File: config.mk
export PLATFORM = sky130hd
export DESIGN_NAME = board_ctrl_top
export DESIGN_NICKNAME = d
export VERILOG_FILES = /design/src/menu_pkg.sv /design/src/bus_pkg.sv /design/src/board_ctrl_top.sv /design/src/config_sequencer.sv /design/src/menu_fsm.sv /design/src/write_bank.sv /design/src/key_debouncer.sv
export VERILOG_INCLUDE_DIRS = /design/src /design/src/src
export SDC_FILE = /design/constraint.sdc
export NUM_CORES = 1
export LEC_CHECK = 0
export BUFFER_PORTS_ARGS = -buffer_cell sky130_fd_sc_hd__buf_2
export CAP_MARGIN = 20
export CORE_UTILIZATION = 45
export DETAILED_ROUTE_END_ITERATION = 10
export PLACE_DENSITY = 0.62
export SLEW_MARGIN = 15
export SYNTH_ARGS = -nofsm -noshare
export SYNTH_HDL_FRONTEND = slang
export SYNTH_SLANG_ARGS = --single-unit
export TNS_END_PERCENT = 20
File: constraint.sdc
create_clock -name clk -period 11 [get_ports clk]
set_clock_uncertainty 0.2 [all_clocks]
set_input_delay 2.2 -clock clk [delete_from_list [all_inputs] [get_ports clk]]
set_output_delay 2.2 -clock clk [all_outputs]
set_load 0.02 [all_outputs]
File: src/board_cfg.svh
`ifndef BOARD_CFG_SVH
`define BOARD_CFG_SVH

`default_nettype none

// bus shape
`define BC_MASTER_COUNT     2
`define BC_SLAVE_COUNT      3
`define BC_DATA_WIDTH       16
`define BC_ADDR_WIDTH       12
`define BC_BANK_DEPTH       16   // typed words kept per master

// front panel timing, in clk cycles
`define BC_BEAT_CYCLES      2
`define BC_DEBOUNCE_CYCLES  8

`define BC_SLAVE1_DEPTH     4096
`define BC_SLAVE2_DEPTH     4096
`define BC_SLAVE3_DEPTH     2048

`default_nettype wire

`endif
File: src/menu_pkg.sv
`default_nettype none

package menu_pkg;

    // operator menu, stepped by the step key
    typedef enum logic [3:0] {
        slave_sel      = 4'd0,
        rw_sel         = 4'd1,
        ext_sel        = 4'd2,
        ext_write      = 4'd3,
        first_addr_sel = 4'd4,
        count_sel      = 4'd5,
        configuring    = 4'd6,
        com_ready      = 4'd7,
        communicating  = 4'd8,
        com_done       = 4'd9
    } menu_state_t;

    // kind of the last beat sent on the configuration stream
    typedef enum logic [1:0] {
        idle    = 2'd0,
        header  = 2'd1,
        data    = 2'd2,
        trailer = 2'd3
    } beat_state_t;

endpackage

`default_nettype wire

File: src/bus_pkg.sv
`include "board_cfg.svh"
`default_nettype none

package bus_pkg;

    typedef logic [`BC_DATA_WIDTH-1:0] word_t;
    typedef logic [`BC_ADDR_WIDTH-1:0] addr_t;
    typedef logic [$clog2(`BC_SLAVE_COUNT + 1)-1:0] slave_id_t;   // 0 = master idle
    typedef logic [$clog2(`BC_BANK_DEPTH)-1:0] bank_idx_t;
    typedef logic [$clog2(`BC_BANK_DEPTH):0] bank_cnt_t;            // holds 0..BC_BANK_DEPTH
    typedef logic [$clog2(`BC_MASTER_COUNT)-1:0] master_idx_t;

    // highest address a slave answers to
    function automatic addr_t slave_last_addr(input slave_id_t id);
        case (id)
            2'd1: return addr_t'(`BC_SLAVE1_DEPTH - 1);
            2'd2: return addr_t'(`BC_SLAVE2_DEPTH - 1);
            2'd3: return addr_t'(`BC_SLAVE3_DEPTH - 1);
            default: return '0;
        endcase
    endfunction

endpackage

`default_nettype wire

File: src/board_ctrl_top.sv
`include "board_cfg.svh"
`timescale 1ns/1ps
`default_nettype none

module board_ctrl_top (
    input  logic                        clk,
    input  logic                        rstN,
    input  logic                        key_step_n,
    input  logic                        key_next_n,
    input  logic [17:0]                 sw,
    input  logic [`BC_MASTER_COUNT-1:0] m_done,
    output logic [3:0]                  status_led,
    output bus_pkg::slave_id_t          m_slave_id [`BC_MASTER_COUNT],
    output logic [`BC_MASTER_COUNT-1:0] m_rd_wr,
    output logic [`BC_MASTER_COUNT-1:0] m_in_ex,
    output logic [`BC_MASTER_COUNT-1:0] m_burst,
    output logic                        cfg_valid,
    output bus_pkg::master_idx_t        cfg_master,
    output logic                        cfg_first,
    output logic                        cfg_last,
    output bus_pkg::addr_t              cfg_addr,
    output bus_pkg::word_t              cfg_data,
    output logic                        m_go
);

    logic step_press, next_press, wr_en, cfg_start, go_req, cfg_done;
    menu_pkg::menu_state_t state;
    bus_pkg::master_idx_t wr_master, rd_master;
    bus_pkg::word_t wr_data, rd_word;
    bus_pkg::bank_idx_t rd_index;
    bus_pkg::bank_cnt_t word_count [`BC_MASTER_COUNT];
    bus_pkg::addr_t first_addr [`BC_MASTER_COUNT];
    bus_pkg::addr_t last_addr [`BC_MASTER_COUNT];
    logic [`BC_MASTER_COUNT-1:0] active;

    key_debouncer u_step_key (.clk, .rstN, .key_n(key_step_n), .press(step_press));
    key_debouncer u_next_key (.clk, .rstN, .key_n(key_next_n), .press(next_press));

    write_bank u_bank (
        .clk, .rstN, .wr_en, .wr_master, .wr_data,
        .rd_master, .rd_index, .rd_word, .word_count
    );

    menu_fsm u_menu (
        .clk, .rstN, .step_press, .next_press, .sw, .cfg_done, .m_done,
        .state, .wr_en, .wr_master, .wr_data, .cfg_start, .go_req,
        .first_addr, .last_addr, .m_slave_id, .m_rd_wr, .m_in_ex, .m_burst, .active
    );

    config_sequencer u_seq (
        .clk, .rstN, .cfg_start, .go_req, .first_addr, .last_addr,
        .in_ex(m_in_ex), .active, .word_count, .rd_word, .rd_master, .rd_index,
        .cfg_valid, .cfg_master, .cfg_first, .cfg_last, .cfg_addr, .cfg_data,
        .cfg_done, .m_go
    );

    // front panel phase LEDs
    always_comb begin
        case (state)
            menu_pkg::slave_sel:     status_led = 4'b0001;
            menu_pkg::com_ready:     status_led = 4'b0010;
            menu_pkg::communicating: status_led = 4'b1000;
            menu_pkg::com_done:      status_led = 4'b0100;
            default:                 status_led = 4'b0000;
        endcase
    end

endmodule

`default_nettype wire

File: src/config_sequencer.sv
`include "board_cfg.svh"
`timescale 1ns/1ps
`default_nettype none

module config_sequencer (
    input  logic                        clk,
    input  logic                        rstN,
    input  logic                        cfg_start,
    input  logic                        go_req,
    input  bus_pkg::addr_t              first_addr [`BC_MASTER_COUNT],
    input  bus_pkg::addr_t              last_addr [`BC_MASTER_COUNT],
    input  logic [`BC_MASTER_COUNT-1:0] in_ex,
    input  logic [`BC_MASTER_COUNT-1:0] active,
    input  bus_pkg::bank_cnt_t          word_count [`BC_MASTER_COUNT],
    input  bus_pkg::word_t              rd_word,
    output bus_pkg::master_idx_t        rd_master,
    output bus_pkg::bank_idx_t          rd_index,
    output logic                        cfg_valid,
    output bus_pkg::master_idx_t        cfg_master,
    output logic                        cfg_first,
    output logic                        cfg_last,
    output bus_pkg::addr_t              cfg_addr,
    output bus_pkg::word_t              cfg_data,
    output logic                        cfg_done,
    output logic                        m_go
);

    localparam int BW = $clog2(`BC_BEAT_CYCLES) + 1;

    menu_pkg::beat_state_t bs;
    bus_pkg::master_idx_t cur;
    bus_pkg::bank_cnt_t ptr;         // next word to send for cur
    logic [BW-1:0] cyc;
    logic beat_end, has_data, start_hdr, hdr_found;
    bus_pkg::master_idx_t hdr_idx;

    assign rd_master = cur;
    assign rd_index  = bus_pkg::bank_idx_t'(ptr);
    assign beat_end  = (bs != menu_pkg::idle) && (cyc == BW'(`BC_BEAT_CYCLES - 1));
    assign has_data  = in_ex[cur] && (ptr != word_count[cur]);
    assign start_hdr = (bs == menu_pkg::idle) ? cfg_start : (bs == menu_pkg::trailer && beat_end);

    // lowest active master, above cur once a stream is running
    always_comb begin
        hdr_found = 1'b0;
        hdr_idx   = '0;
        for (int i = `BC_MASTER_COUNT - 1; i >= 0; i--) begin
            if (active[i] && (bs == menu_pkg::idle || i > int'(cur))) begin
                hdr_found = 1'b1;
                hdr_idx   = bus_pkg::master_idx_t'(i);
            end
        end
    end

    always_ff @(posedge clk or negedge rstN) begin
        if (!rstN) begin
            bs <= menu_pkg::idle;
            {cur, ptr, cyc} <= '0;
            {cfg_valid, cfg_first, cfg_last, cfg_done, m_go} <= '0;
            {cfg_master, cfg_addr, cfg_data} <= '0;
        end else begin
            {cfg_valid, cfg_first, cfg_last, cfg_done} <= '0;
            m_go <= go_req;
            cyc  <= cyc + 1'b1;
            if (start_hdr) begin
                cyc <= '0;
                if (hdr_found) begin
                    bs         <= menu_pkg::header;
                    cur        <= hdr_idx;
                    ptr        <= '0;
                    cfg_valid  <= 1'b1;
                    cfg_first  <= 1'b1;
                    cfg_master <= hdr_idx;
                    cfg_addr   <= first_addr[hdr_idx];
                    cfg_data   <= '0;
                end else begin
                    bs       <= menu_pkg::idle;
                    cfg_done <= 1'b1;       // nothing more to send
                end
            end else if (beat_end) begin
                cyc        <= '0;
                cfg_valid  <= 1'b1;
                cfg_master <= cur;
                if (has_data) begin
                    bs       <= menu_pkg::data;
                    cfg_addr <= bus_pkg::addr_t'(first_addr[cur] + ptr);
                    cfg_data <= rd_word;
                    ptr      <= ptr + 1'b1;
                end else begin
                    bs       <= menu_pkg::trailer;
                    cfg_last <= 1'b1;
                    cfg_addr <= last_addr[cur];
                    cfg_data <= '0;
                end
            end
        end
    end

endmodule

`default_nettype wire

File: src/menu_fsm.sv
`include "board_cfg.svh"
`timescale 1ns/1ps
`default_nettype none

module menu_fsm (
    input  logic                        clk,
    input  logic                        rstN,
    input  logic                        step_press,
    input  logic                        next_press,
    input  logic [17:0]                 sw,
    input  logic                        cfg_done,
    input  logic [`BC_MASTER_COUNT-1:0] m_done,
    output menu_pkg::menu_state_t       state,
    output logic                        wr_en,
    output bus_pkg::master_idx_t        wr_master,
    output bus_pkg::word_t              wr_data,
    output logic                        cfg_start,
    output logic                        go_req,
    output bus_pkg::addr_t              first_addr [`BC_MASTER_COUNT],
    output bus_pkg::addr_t              last_addr [`BC_MASTER_COUNT],
    output bus_pkg::slave_id_t          m_slave_id [`BC_MASTER_COUNT],
    output logic [`BC_MASTER_COUNT-1:0] m_rd_wr,
    output logic [`BC_MASTER_COUNT-1:0] m_in_ex,
    output logic [`BC_MASTER_COUNT-1:0] m_burst,
    output logic [`BC_MASTER_COUNT-1:0] active
);

    localparam bus_pkg::master_idx_t LAST_MASTER = bus_pkg::master_idx_t'(`BC_MASTER_COUNT - 1);

    bus_pkg::master_idx_t midx;               // master being edited
    bus_pkg::addr_t lim;
    logic [`BC_ADDR_WIDTH:0] span_end;        // one extra bit, no wrap
    logic all_done;
    int nxt;

    // lowest set bit of v at or above from, -1 when none
    function automatic int next_set(input logic [`BC_MASTER_COUNT-1:0] v, input int from);
        int r;
        r = -1;
        for (int i = `BC_MASTER_COUNT - 1; i >= 0; i--) begin
            if (v[i] && i >= from) r = i;
        end
        return r;
    endfunction

    always_comb begin
        for (int i = 0; i < `BC_MASTER_COUNT; i++) begin
            active[i] = (m_slave_id[i] != '0);
        end
    end

    // ext_sel looks at the switches being captured, ext_write at the stored choice
    always_comb begin
        if (state == menu_pkg::ext_sel) begin
            nxt = next_set(sw[`BC_MASTER_COUNT-1:0], 0);
        end else begin
            nxt = next_set(m_in_ex, int'(midx) + 1);
        end
    end

    assign lim      = bus_pkg::slave_last_addr(m_slave_id[midx]);
    assign span_end = {1'b0, first_addr[midx]} + {1'b0, sw[`BC_ADDR_WIDTH-1:0]};
    assign all_done = &(m_done | ~active);   // idle masters never report

    assign wr_en     = (state == menu_pkg::ext_write) && next_press;
    assign wr_master = midx;
    assign wr_data   = sw[`BC_DATA_WIDTH-1:0];
    assign cfg_start = (state == menu_pkg::count_sel) && step_press && (midx == LAST_MASTER);
    assign go_req    = (state == menu_pkg::com_ready) && step_press;

    always_ff @(posedge clk or negedge rstN) begin
        if (!rstN) begin
            state      <= menu_pkg::slave_sel;
            midx       <= '0;
            m_slave_id <= '{default: '0};
            m_rd_wr    <= '0;
            m_in_ex    <= '0;
            m_burst    <= '0;
            first_addr <= '{default: '0};
            last_addr  <= '{default: '0};
        end else begin
            case (state)
                menu_pkg::slave_sel: if (step_press) begin
                    for (int i = 0; i < `BC_MASTER_COUNT; i++) begin
                        m_slave_id[i] <= sw[2*i +: 2];
                    end
                    state <= menu_pkg::rw_sel;
                end
                menu_pkg::rw_sel: if (step_press) begin
                    m_rd_wr <= sw[`BC_MASTER_COUNT-1:0];
                    state   <= menu_pkg::ext_sel;
                end
                menu_pkg::ext_sel, menu_pkg::ext_write: if (step_press) begin
                    if (state == menu_pkg::ext_sel) m_in_ex <= sw[`BC_MASTER_COUNT-1:0];
                    if (nxt >= 0) begin
                        state <= menu_pkg::ext_write;
                        midx  <= bus_pkg::master_idx_t'(nxt);
                    end else begin
                        state <= menu_pkg::first_addr_sel;
                        midx  <= '0;
                    end
                end
                menu_pkg::first_addr_sel: if (step_press) begin
                    first_addr[midx] <= sw[`BC_ADDR_WIDTH-1:0];
                    state            <= menu_pkg::count_sel;
                end
                menu_pkg::count_sel: if (step_press) begin
                    m_burst[midx] <= |sw[`BC_ADDR_WIDTH-1:0];
                    // clamp to the end of the chosen slave
                    last_addr[midx] <= (span_end > {1'b0, lim}) ? lim
                                                                : span_end[`BC_ADDR_WIDTH-1:0];
                    if (midx == LAST_MASTER) begin
                        state <= menu_pkg::configuring;
                    end else begin
                        midx  <= midx + 1'b1;
                        state <= menu_pkg::first_addr_sel;
                    end
                end
                menu_pkg::configuring: if (cfg_done) state <= menu_pkg::com_ready;
                menu_pkg::com_ready: if (step_press) state <= menu_pkg::communicating;
                menu_pkg::communicating: if (all_done) state <= menu_pkg::com_done;
                default: ;  // com_done waits for reset
            endcase
        end
    end

endmodule

`default_nettype wire

File: src/write_bank.sv
`include "board_cfg.svh"
`timescale 1ns/1ps
`default_nettype none

module write_bank (
    input  logic                clk,
    input  logic                rstN,
    input  logic                wr_en,
    input  bus_pkg::master_idx_t wr_master,
    input  bus_pkg::word_t      wr_data,
    input  bus_pkg::master_idx_t rd_master,
    input  bus_pkg::bank_idx_t  rd_index,
    output bus_pkg::word_t      rd_word,
    output bus_pkg::bank_cnt_t  word_count [`BC_MASTER_COUNT]
);

    bus_pkg::word_t mem [`BC_MASTER_COUNT][`BC_BANK_DEPTH];
    logic wr_ok;

    // a full master drops further words
    assign wr_ok = wr_en && (word_count[wr_master] != bus_pkg::bank_cnt_t'(`BC_BANK_DEPTH));

    always_ff @(posedge clk or negedge rstN) begin
        if (!rstN) begin
            word_count <= '{default: '0};
        end else if (wr_ok) begin
            word_count[wr_master] <= word_count[wr_master] + 1'b1;
        end
    end

    always_ff @(posedge clk) begin
        if (wr_ok) begin
            mem[wr_master][bus_pkg::bank_idx_t'(word_count[wr_master])] <= wr_data;
        end
    end

    assign rd_word = mem[rd_master][rd_index];  // async read for the sequencer

endmodule

`default_nettype wire

File: src/key_debouncer.sv
`include "board_cfg.svh"
`timescale 1ns/1ps
`default_nettype none

module key_debouncer (
    input  logic clk,
    input  logic rstN,
    input  logic key_n,
    output logic press
);

    localparam int CW = $clog2(`BC_DEBOUNCE_CYCLES) + 1;

    logic [1:0] sync_q;      // two-stage synchronizer
    logic stable;            // debounced key level, 1 = released
    logic [CW-1:0] cnt;

    always_ff @(posedge clk or negedge rstN) begin
        if (!rstN) begin
            sync_q <= 2'b11;
            stable <= 1'b1;
            cnt    <= '0;
            press  <= 1'b0;
        end else begin
            sync_q <= {sync_q[0], key_n};
            press  <= 1'b0;
            if (sync_q[1] == stable) begin
                cnt <= '0;  // bounce, start over
            end else if (cnt == CW'(`BC_DEBOUNCE_CYCLES - 1)) begin
                cnt    <= '0;
                stable <= sync_q[1];
                press  <= stable;  // only a 1 -> 0 change is a press
            end else begin
                cnt <= cnt + 1'b1;
            end
        end
    end

endmodule

`default_nettype wire

# Word-level counts from Yosys, hierarchy flattened
# Memories as Yosys holds them, arrays and structs flattened.
# Index checks and enable logic that the tools add are counted.
[totals]
n_memories = 1
in_bits = 24
regBits = 133
output_inout_bits = 47
word_cells = 243
latchBits = 0
mem_bits_ro = 0
ram_bits = 512
[mem_list]
columns = ["memory", "depth", "width", "rd", "rd_clocked_by_memory_dff", "wr", "line", "source"]
rows = [
  ["u_bank.mem", 2, 256, 1, 0, 1, "write_bank.sv:17", "bus_pkg::word_t mem [`BC_MASTER_COUNT][`BC_BANK_DEPTH];"],
]
[classes]
n_mux = 106
n_reduce_logical = 41
n_lt_le_gt_ge = 15
mul = 0
n_addsub = 9
div_mod_pow = 0
bitwise = 9
eq_ne = 29
n_shift = 0
[ops]
columns = ["operator", "count"]
rows = [
  ["256-bit two-way mux", 1],
  ["12-bit two-way mux", 18],
  ["32-bit two-way mux", 5],
  ["16-bit two-way mux", 7],
  ["16-bit binary-select mux with 4-bit select", 1],
  ["16-bit demux with 4-bit select", 1],
  ["5-bit two-way mux", 11],
  ["24-bit bitwise mux", 2],
  ["4-bit two-way mux", 12],
  ["1-bit by 32-bit greater-or-equal comparator with 1-bit output, first input constant", 1],
  ["2-bit by 32-bit greater-or-equal comparator with 1-bit output, first input constant", 1],
  ["32-bit by 1-bit greater-or-equal comparator with 1-bit output, second input constant", 1],
  ["4-bit one-hot mux with 8 select lines", 1],
  ["1-bit two-way mux", 30],
  ["4-bit by 3-bit == test with 1-bit output, second input constant", 6],
  ["12-bit one-hot mux with 2 select lines", 1],
  ["2-bit AND reduction", 9],
  ["2-bit two-way mux", 8],
  ["4-bit one-hot mux with 4 select lines", 1],
  ["1-bit logical AND", 15],
  ["2-bit inequality test, second input constant", 7],
  ["12-bit by 12-bit adder with 13-bit output", 1],
  ["13-bit by 12-bit greater-than comparator with 1-bit output", 1],
  ["12-bit by 5-bit adder with 12-bit output", 1],
  ["other kinds (42)", 67],
]

# Depth between registers and ports, before layout
[logic_depth]
word_depth = 11
mapped_depth = 18
depth_no_buf = 14

# Cells and area by module
# Synthesis repeated with hierarchy kept, for this count alone.
[hier_totals]
hier_cells = 1826
hier_area_um2 = 28029.4
[by_module_without_submodules]
columns = ["mod", "n_inst", "area_per_inst_um2", "seq_area_each_um2", "cells_per_inst"]
rows = [
  ["write_bank", 1, 20707.4, 15625.0, 1174],
  ["menu_fsm", 1, 3823.7, 1576.5, 332],
  ["config_sequencer", 1, 2825.2, 1101.1, 274],
  ["key_debouncer", 2, 311.5, 203.9, 21],
  ["board_ctrl_top", 1, 50.0, 0.0, 4],
]

# Least setup slack after synthesis
# Ideal clock, no wire load.
[synth_path]
kind = "input -> register"
startpoint = "in sw[0]"
endpoint = "reg u_menu.last_addr[0] (netlist name)"
stages = 12
setup_time_ns = 0.126
arrival_time_ns = 5.213
required_time_ns = 10.674
n_path_buf = 0
setup_slack_ns = 5.461
path_cell_list = "ha_1 -> fa_1 -> a211oi_1 -> nor3_2 -> o31ai_4 -> xnor2_1 -> ha_1 -> nand3_1 -> nand2_1 -> o41ai_2 -> a211oi_4 -> a221o_1"
[synth_via]
elab_chain_len = 4
[synth_lines]
columns = ["item", "line", "source"]
rows = [
  ["start, declared", "board_ctrl_top.sv:10", "input logic [17:0] sw,"],
  ["12-bit by 12-bit adder with 13-bit output *", "menu_fsm.sv:62", "assign span_end = {1'b0, first_addr[midx]} + {1'b0, sw[`BC_ADDR_WIDTH-1:0]};"],
  ["13-bit by 12-bit greater-than comparator with 1-bit output", "menu_fsm.sv:110", "last_addr[midx] <= (span_end > {1'b0, lim}) ? lim"],
  ["12-bit two-way mux *", "menu_fsm.sv:110", ""],
  ["24-bit bitwise mux *", "menu_fsm.sv:110", ""],
  ["end signal, assigned by index", "menu_fsm.sv:110", ""],
  ["end, declared", "menu_fsm.sv:20", "output bus_pkg::addr_t last_addr [`BC_MASTER_COUNT],"],
]
# Mark *: on every way between the ends. The rest lies on a longest branch, timed or not.
# A chain may end at the register's enable or synchronous reset.

# Worst setup path in the final report
[layout_path]
startpoint = "in sw[0]"
endpoint = "reg u_menu.last_addr[1] (netlist name)"
# The elaborated chain is that of the path after synthesis.

==> results.yml <==
worst_setup_path:
  required_ns: 11.27
  crit_chain: "buf_2, ha_1, fa_1, a211oi_1, nor3_2, nor3_1, xnor2_1, ha_1, nand4_1, a31oi_1, o41ai_2, a211oi_4, a221o_1"
  cp.arrival_ns: 6.30
  critical_path.max_fanout: 41
  crit_path_frequent_cell: "ha_1"
  end_kind: "flip-flop"
  cpMaxStageDelayCell: "o41ai_2"
  rr_endpoint: "u_menu.last_addr[1]$_DFFE_PN0P_"
  cp-start-kind: "input pin"
  crit_buf_inv: 1
  crit_type: "input pin to flip-flop"
  ff2ff_setup_slack_ns: 5.92
  critPathTopFamily: "compound AO/OA/AOI/OAI gates"
  reg2reg_depth: 13
  critical-path-max-stage-delay_ns: 0.74
  r2r_start: "u_menu.wr_master$_DFFE_PN0P_"
yosys:
  ys_seq_area_frac: 0.6827
  yosys_most_used_dff: "edfxtp_1"
  syn_inst: 1524
  yosys_warnings: 0
  synth_edf_count: 512
  synth-xor-area-share: 0.01087
  synth_top_family_by_area: "multiplexers"
  synthArstFlopShare: 0.2062
  syn_avg_cell_area_sq_um: 17.98
  syn_nets: 1587
  synth_adder_area_share: 0.01835
  synth-simple-area-share: 0.04209
  syn_area_sq_um: 27410
  synth_cell_types: 82
  ys_ff_latch: 645
  synth.area.mux_share: 0.1734
  synth_compound_area_frac: 0.05268
grt:
  grt-ovfl-total: 0
  antenna_found_initial: 0
  grt_max_degree: 72
  grt_pass1_wl_microns: 97100
  grt_use_total: 0.2127
  grt_pass1_vias: 15070
floorplan:
  rows: 90
  io_pins: 71
  die_w_microns: 248.8
  start_util: 0.4549
  core_sq_um: 60250
  die_h_microns: 248.8
  die_area_sq_um: 61890
clock_tree:
  cts.path.max_buffers: 3
  postCtsHoldBufs: 0
  clkLatencyLatePin_ns: 0.61
  cts_setup_buffers: 0
  cts_buffers: 69
  ctsResizeCount: 0
  h-tree-depth: 3
  cts.clk_slew.worst_paths_ns: 0.06
  cts_root_buf: "clkbuf_16"
  cts_tree: "built"
  cts.sinks: 645
sta:
  worst_pin_slew_ns: 1.057
  fin_crit_sh: 0.5479
  fin_ws_ns: 4.973
  grt_setup_unrepaired: "no"
  slew_violations: 0
  maxSlewHeadroom: 0.2954
  setup_viol: 0
  fin_crit_ns: 6.027
  fin_setup_tns_ns: 0
  hold_violations: 0
  max_freq_ghz: 0.1659
power:
  swShare: 0.2150
  p_clk_frac: 0.439
  powerDensity_nw_per_um2: 165.9
  power.switching_mw: 1.105
  peakVddDrop_mv: 0.1370
  p_seq_frac: 0.521
  power_mw: 5.140
  combinationalPowerShare: 0.039
  power.leakage_nw: 10.53
  internal-power_mw: 4.034
detailed_routing:
  vias: 14560
  wire_per_inst_microns: 26.19
  drcViolationCount: 0
  firstDrtPassIters: 6
  drt_wl_total_microns: 64930
  ant_nets: 0
  drtIter0Drc: 1332
  viasPerCell: 5.874
placed_design:
  dp_slack_ns: 4.414
  dpl_cell_area_sq_um: 28730
  gp_congestion: 0.8387
  dp_hpwl_microns: 37880
  port-buffer-count: 68
min_path:
  hold_path_end: "u_next_key.sync_q[1]$_DFF_PN1_"
  holdPathStages: 0
  min_from: "u_next_key.sync_q[0]$_DFF_PN1_"
  hp-class: "flip-flop to flip-flop"
finish:
  final_layout_size_suffix_gt1_frac: 0.2714
  final_common_cell: "edfxtp_1"
  final_util: 0.5141
  layout.nets: 1702
  final_area_sq_um: 30970
  syn2layout_area_growth_pct: 13.01
  most-common-layout-cells: "edfxtp_1 (512), dfrtp_1 (124), mux4_2 (119)"
outcome:
  status: "finished, final reports clean"
job:
  maxCapViolations: 0
layer usage:
layer  track usage  up-vias  part of all wire
met3       0.03083       79             0.047
met2        0.3459      387              0.49
met1        0.2985     7711              0.44
li1              -     6385                 -
met4       0.06424        0             0.021
met5             0        -                 0
metrics by stage:
step | hold slack [ns] | instances
floorplan | 0.1452 | 1524
global placement | 0.1474 | 2345
detailed placement | 0.1468 | 2347
CTS | 0.1558 | 2474
global route | 0.1609 | 2477
finish | 0.1547 | 2479
power by group through the flow:
stage                     clock network [mW]  registers [mW]  logic, mW
after floorplan                            0            2.72      0.115
after global placement                     0            2.73      0.194
after detailed placement                   0            2.73      0.203
after CTS                               2.30            2.68      0.204
after global routing                    2.40            2.68      0.224
final                                   2.26            2.68      0.203
flip-flops by register name, summed over array words and instances, names as in the netlist, 5 cells and up:
| name | flops |
|---|---|
| u_seq.cfg_addr | 12 |
| u_seq.ptr | 5 |
| u_seq.cfg_data | 16 |
| u_bank.word_count | 10 |
| u_menu.last_addr | 24 |
| u_menu.first_addr | 24 |
| u_bank.mem | 512 |
how the worst max path moves through the flow:
stage,from,end,cells past startpoint
floorplan,sw[0],u_menu.last_addr[0]$_DFFE_PN0P_,12
global placement,sw[0],u_menu.last_addr[9]$_DFFE_PN0P_,13
detailed placement,sw[0],u_menu.last_addr[9]$_DFFE_PN0P_,13
CTS,sw[0],u_menu.last_addr[1]$_DFFE_PN0P_,13
global route,sw[0],u_menu.last_addr[2]$_DFFE_PN0P_,13
finish,sw[0],u_menu.last_addr[1]$_DFFE_PN0P_,13
cells in the mapped netlist (all sizes together), types with 30 or more instances:
master / n / area [sq um]
nand2: 53 / 201.5
clkbuf: 30 / 116.4
buf: 47 / 367.9
mux4: 144 / 3337
edfxtp: 512 / 15370
a21oi: 61 / 305.3
mux2: 57 / 641.9
ha: 37 / 462.9
mux2i: 77 / 774.5
nor2: 69 / 259.0
o21ai: 40 / 200.2
dfrtp: 127 / 3178
area by class of cell:
| type | instances | area (sq um) |
|---|---|---|
| Timing Repair Buffer | 121 | 767.0 |
| Antenna cell | 2 | 5.005 |
| Tap cell | 782 | 978.4 |
| Inverter | 16 | 60.06 |
| Sequential cell | 645 | 18720 |
| Multi-Input combinational cell | 786 | 8237 |
| Fill cell | 4801 | 29270 |
| Clock buffer | 93 | 1922 |
| Clock inverter | 34 | 281.5 |
cell families after synthesis:
family / after synthesis
AOI/OAI and AO/OA: 205
buffers and inverters: 93
muxes: 278
xor gates and xnor gates: 34
and+or+nand+nor: 230
adders and majority gates: 39
DFF: 645
No activity file was read; power rests on OpenSTA's default activity.
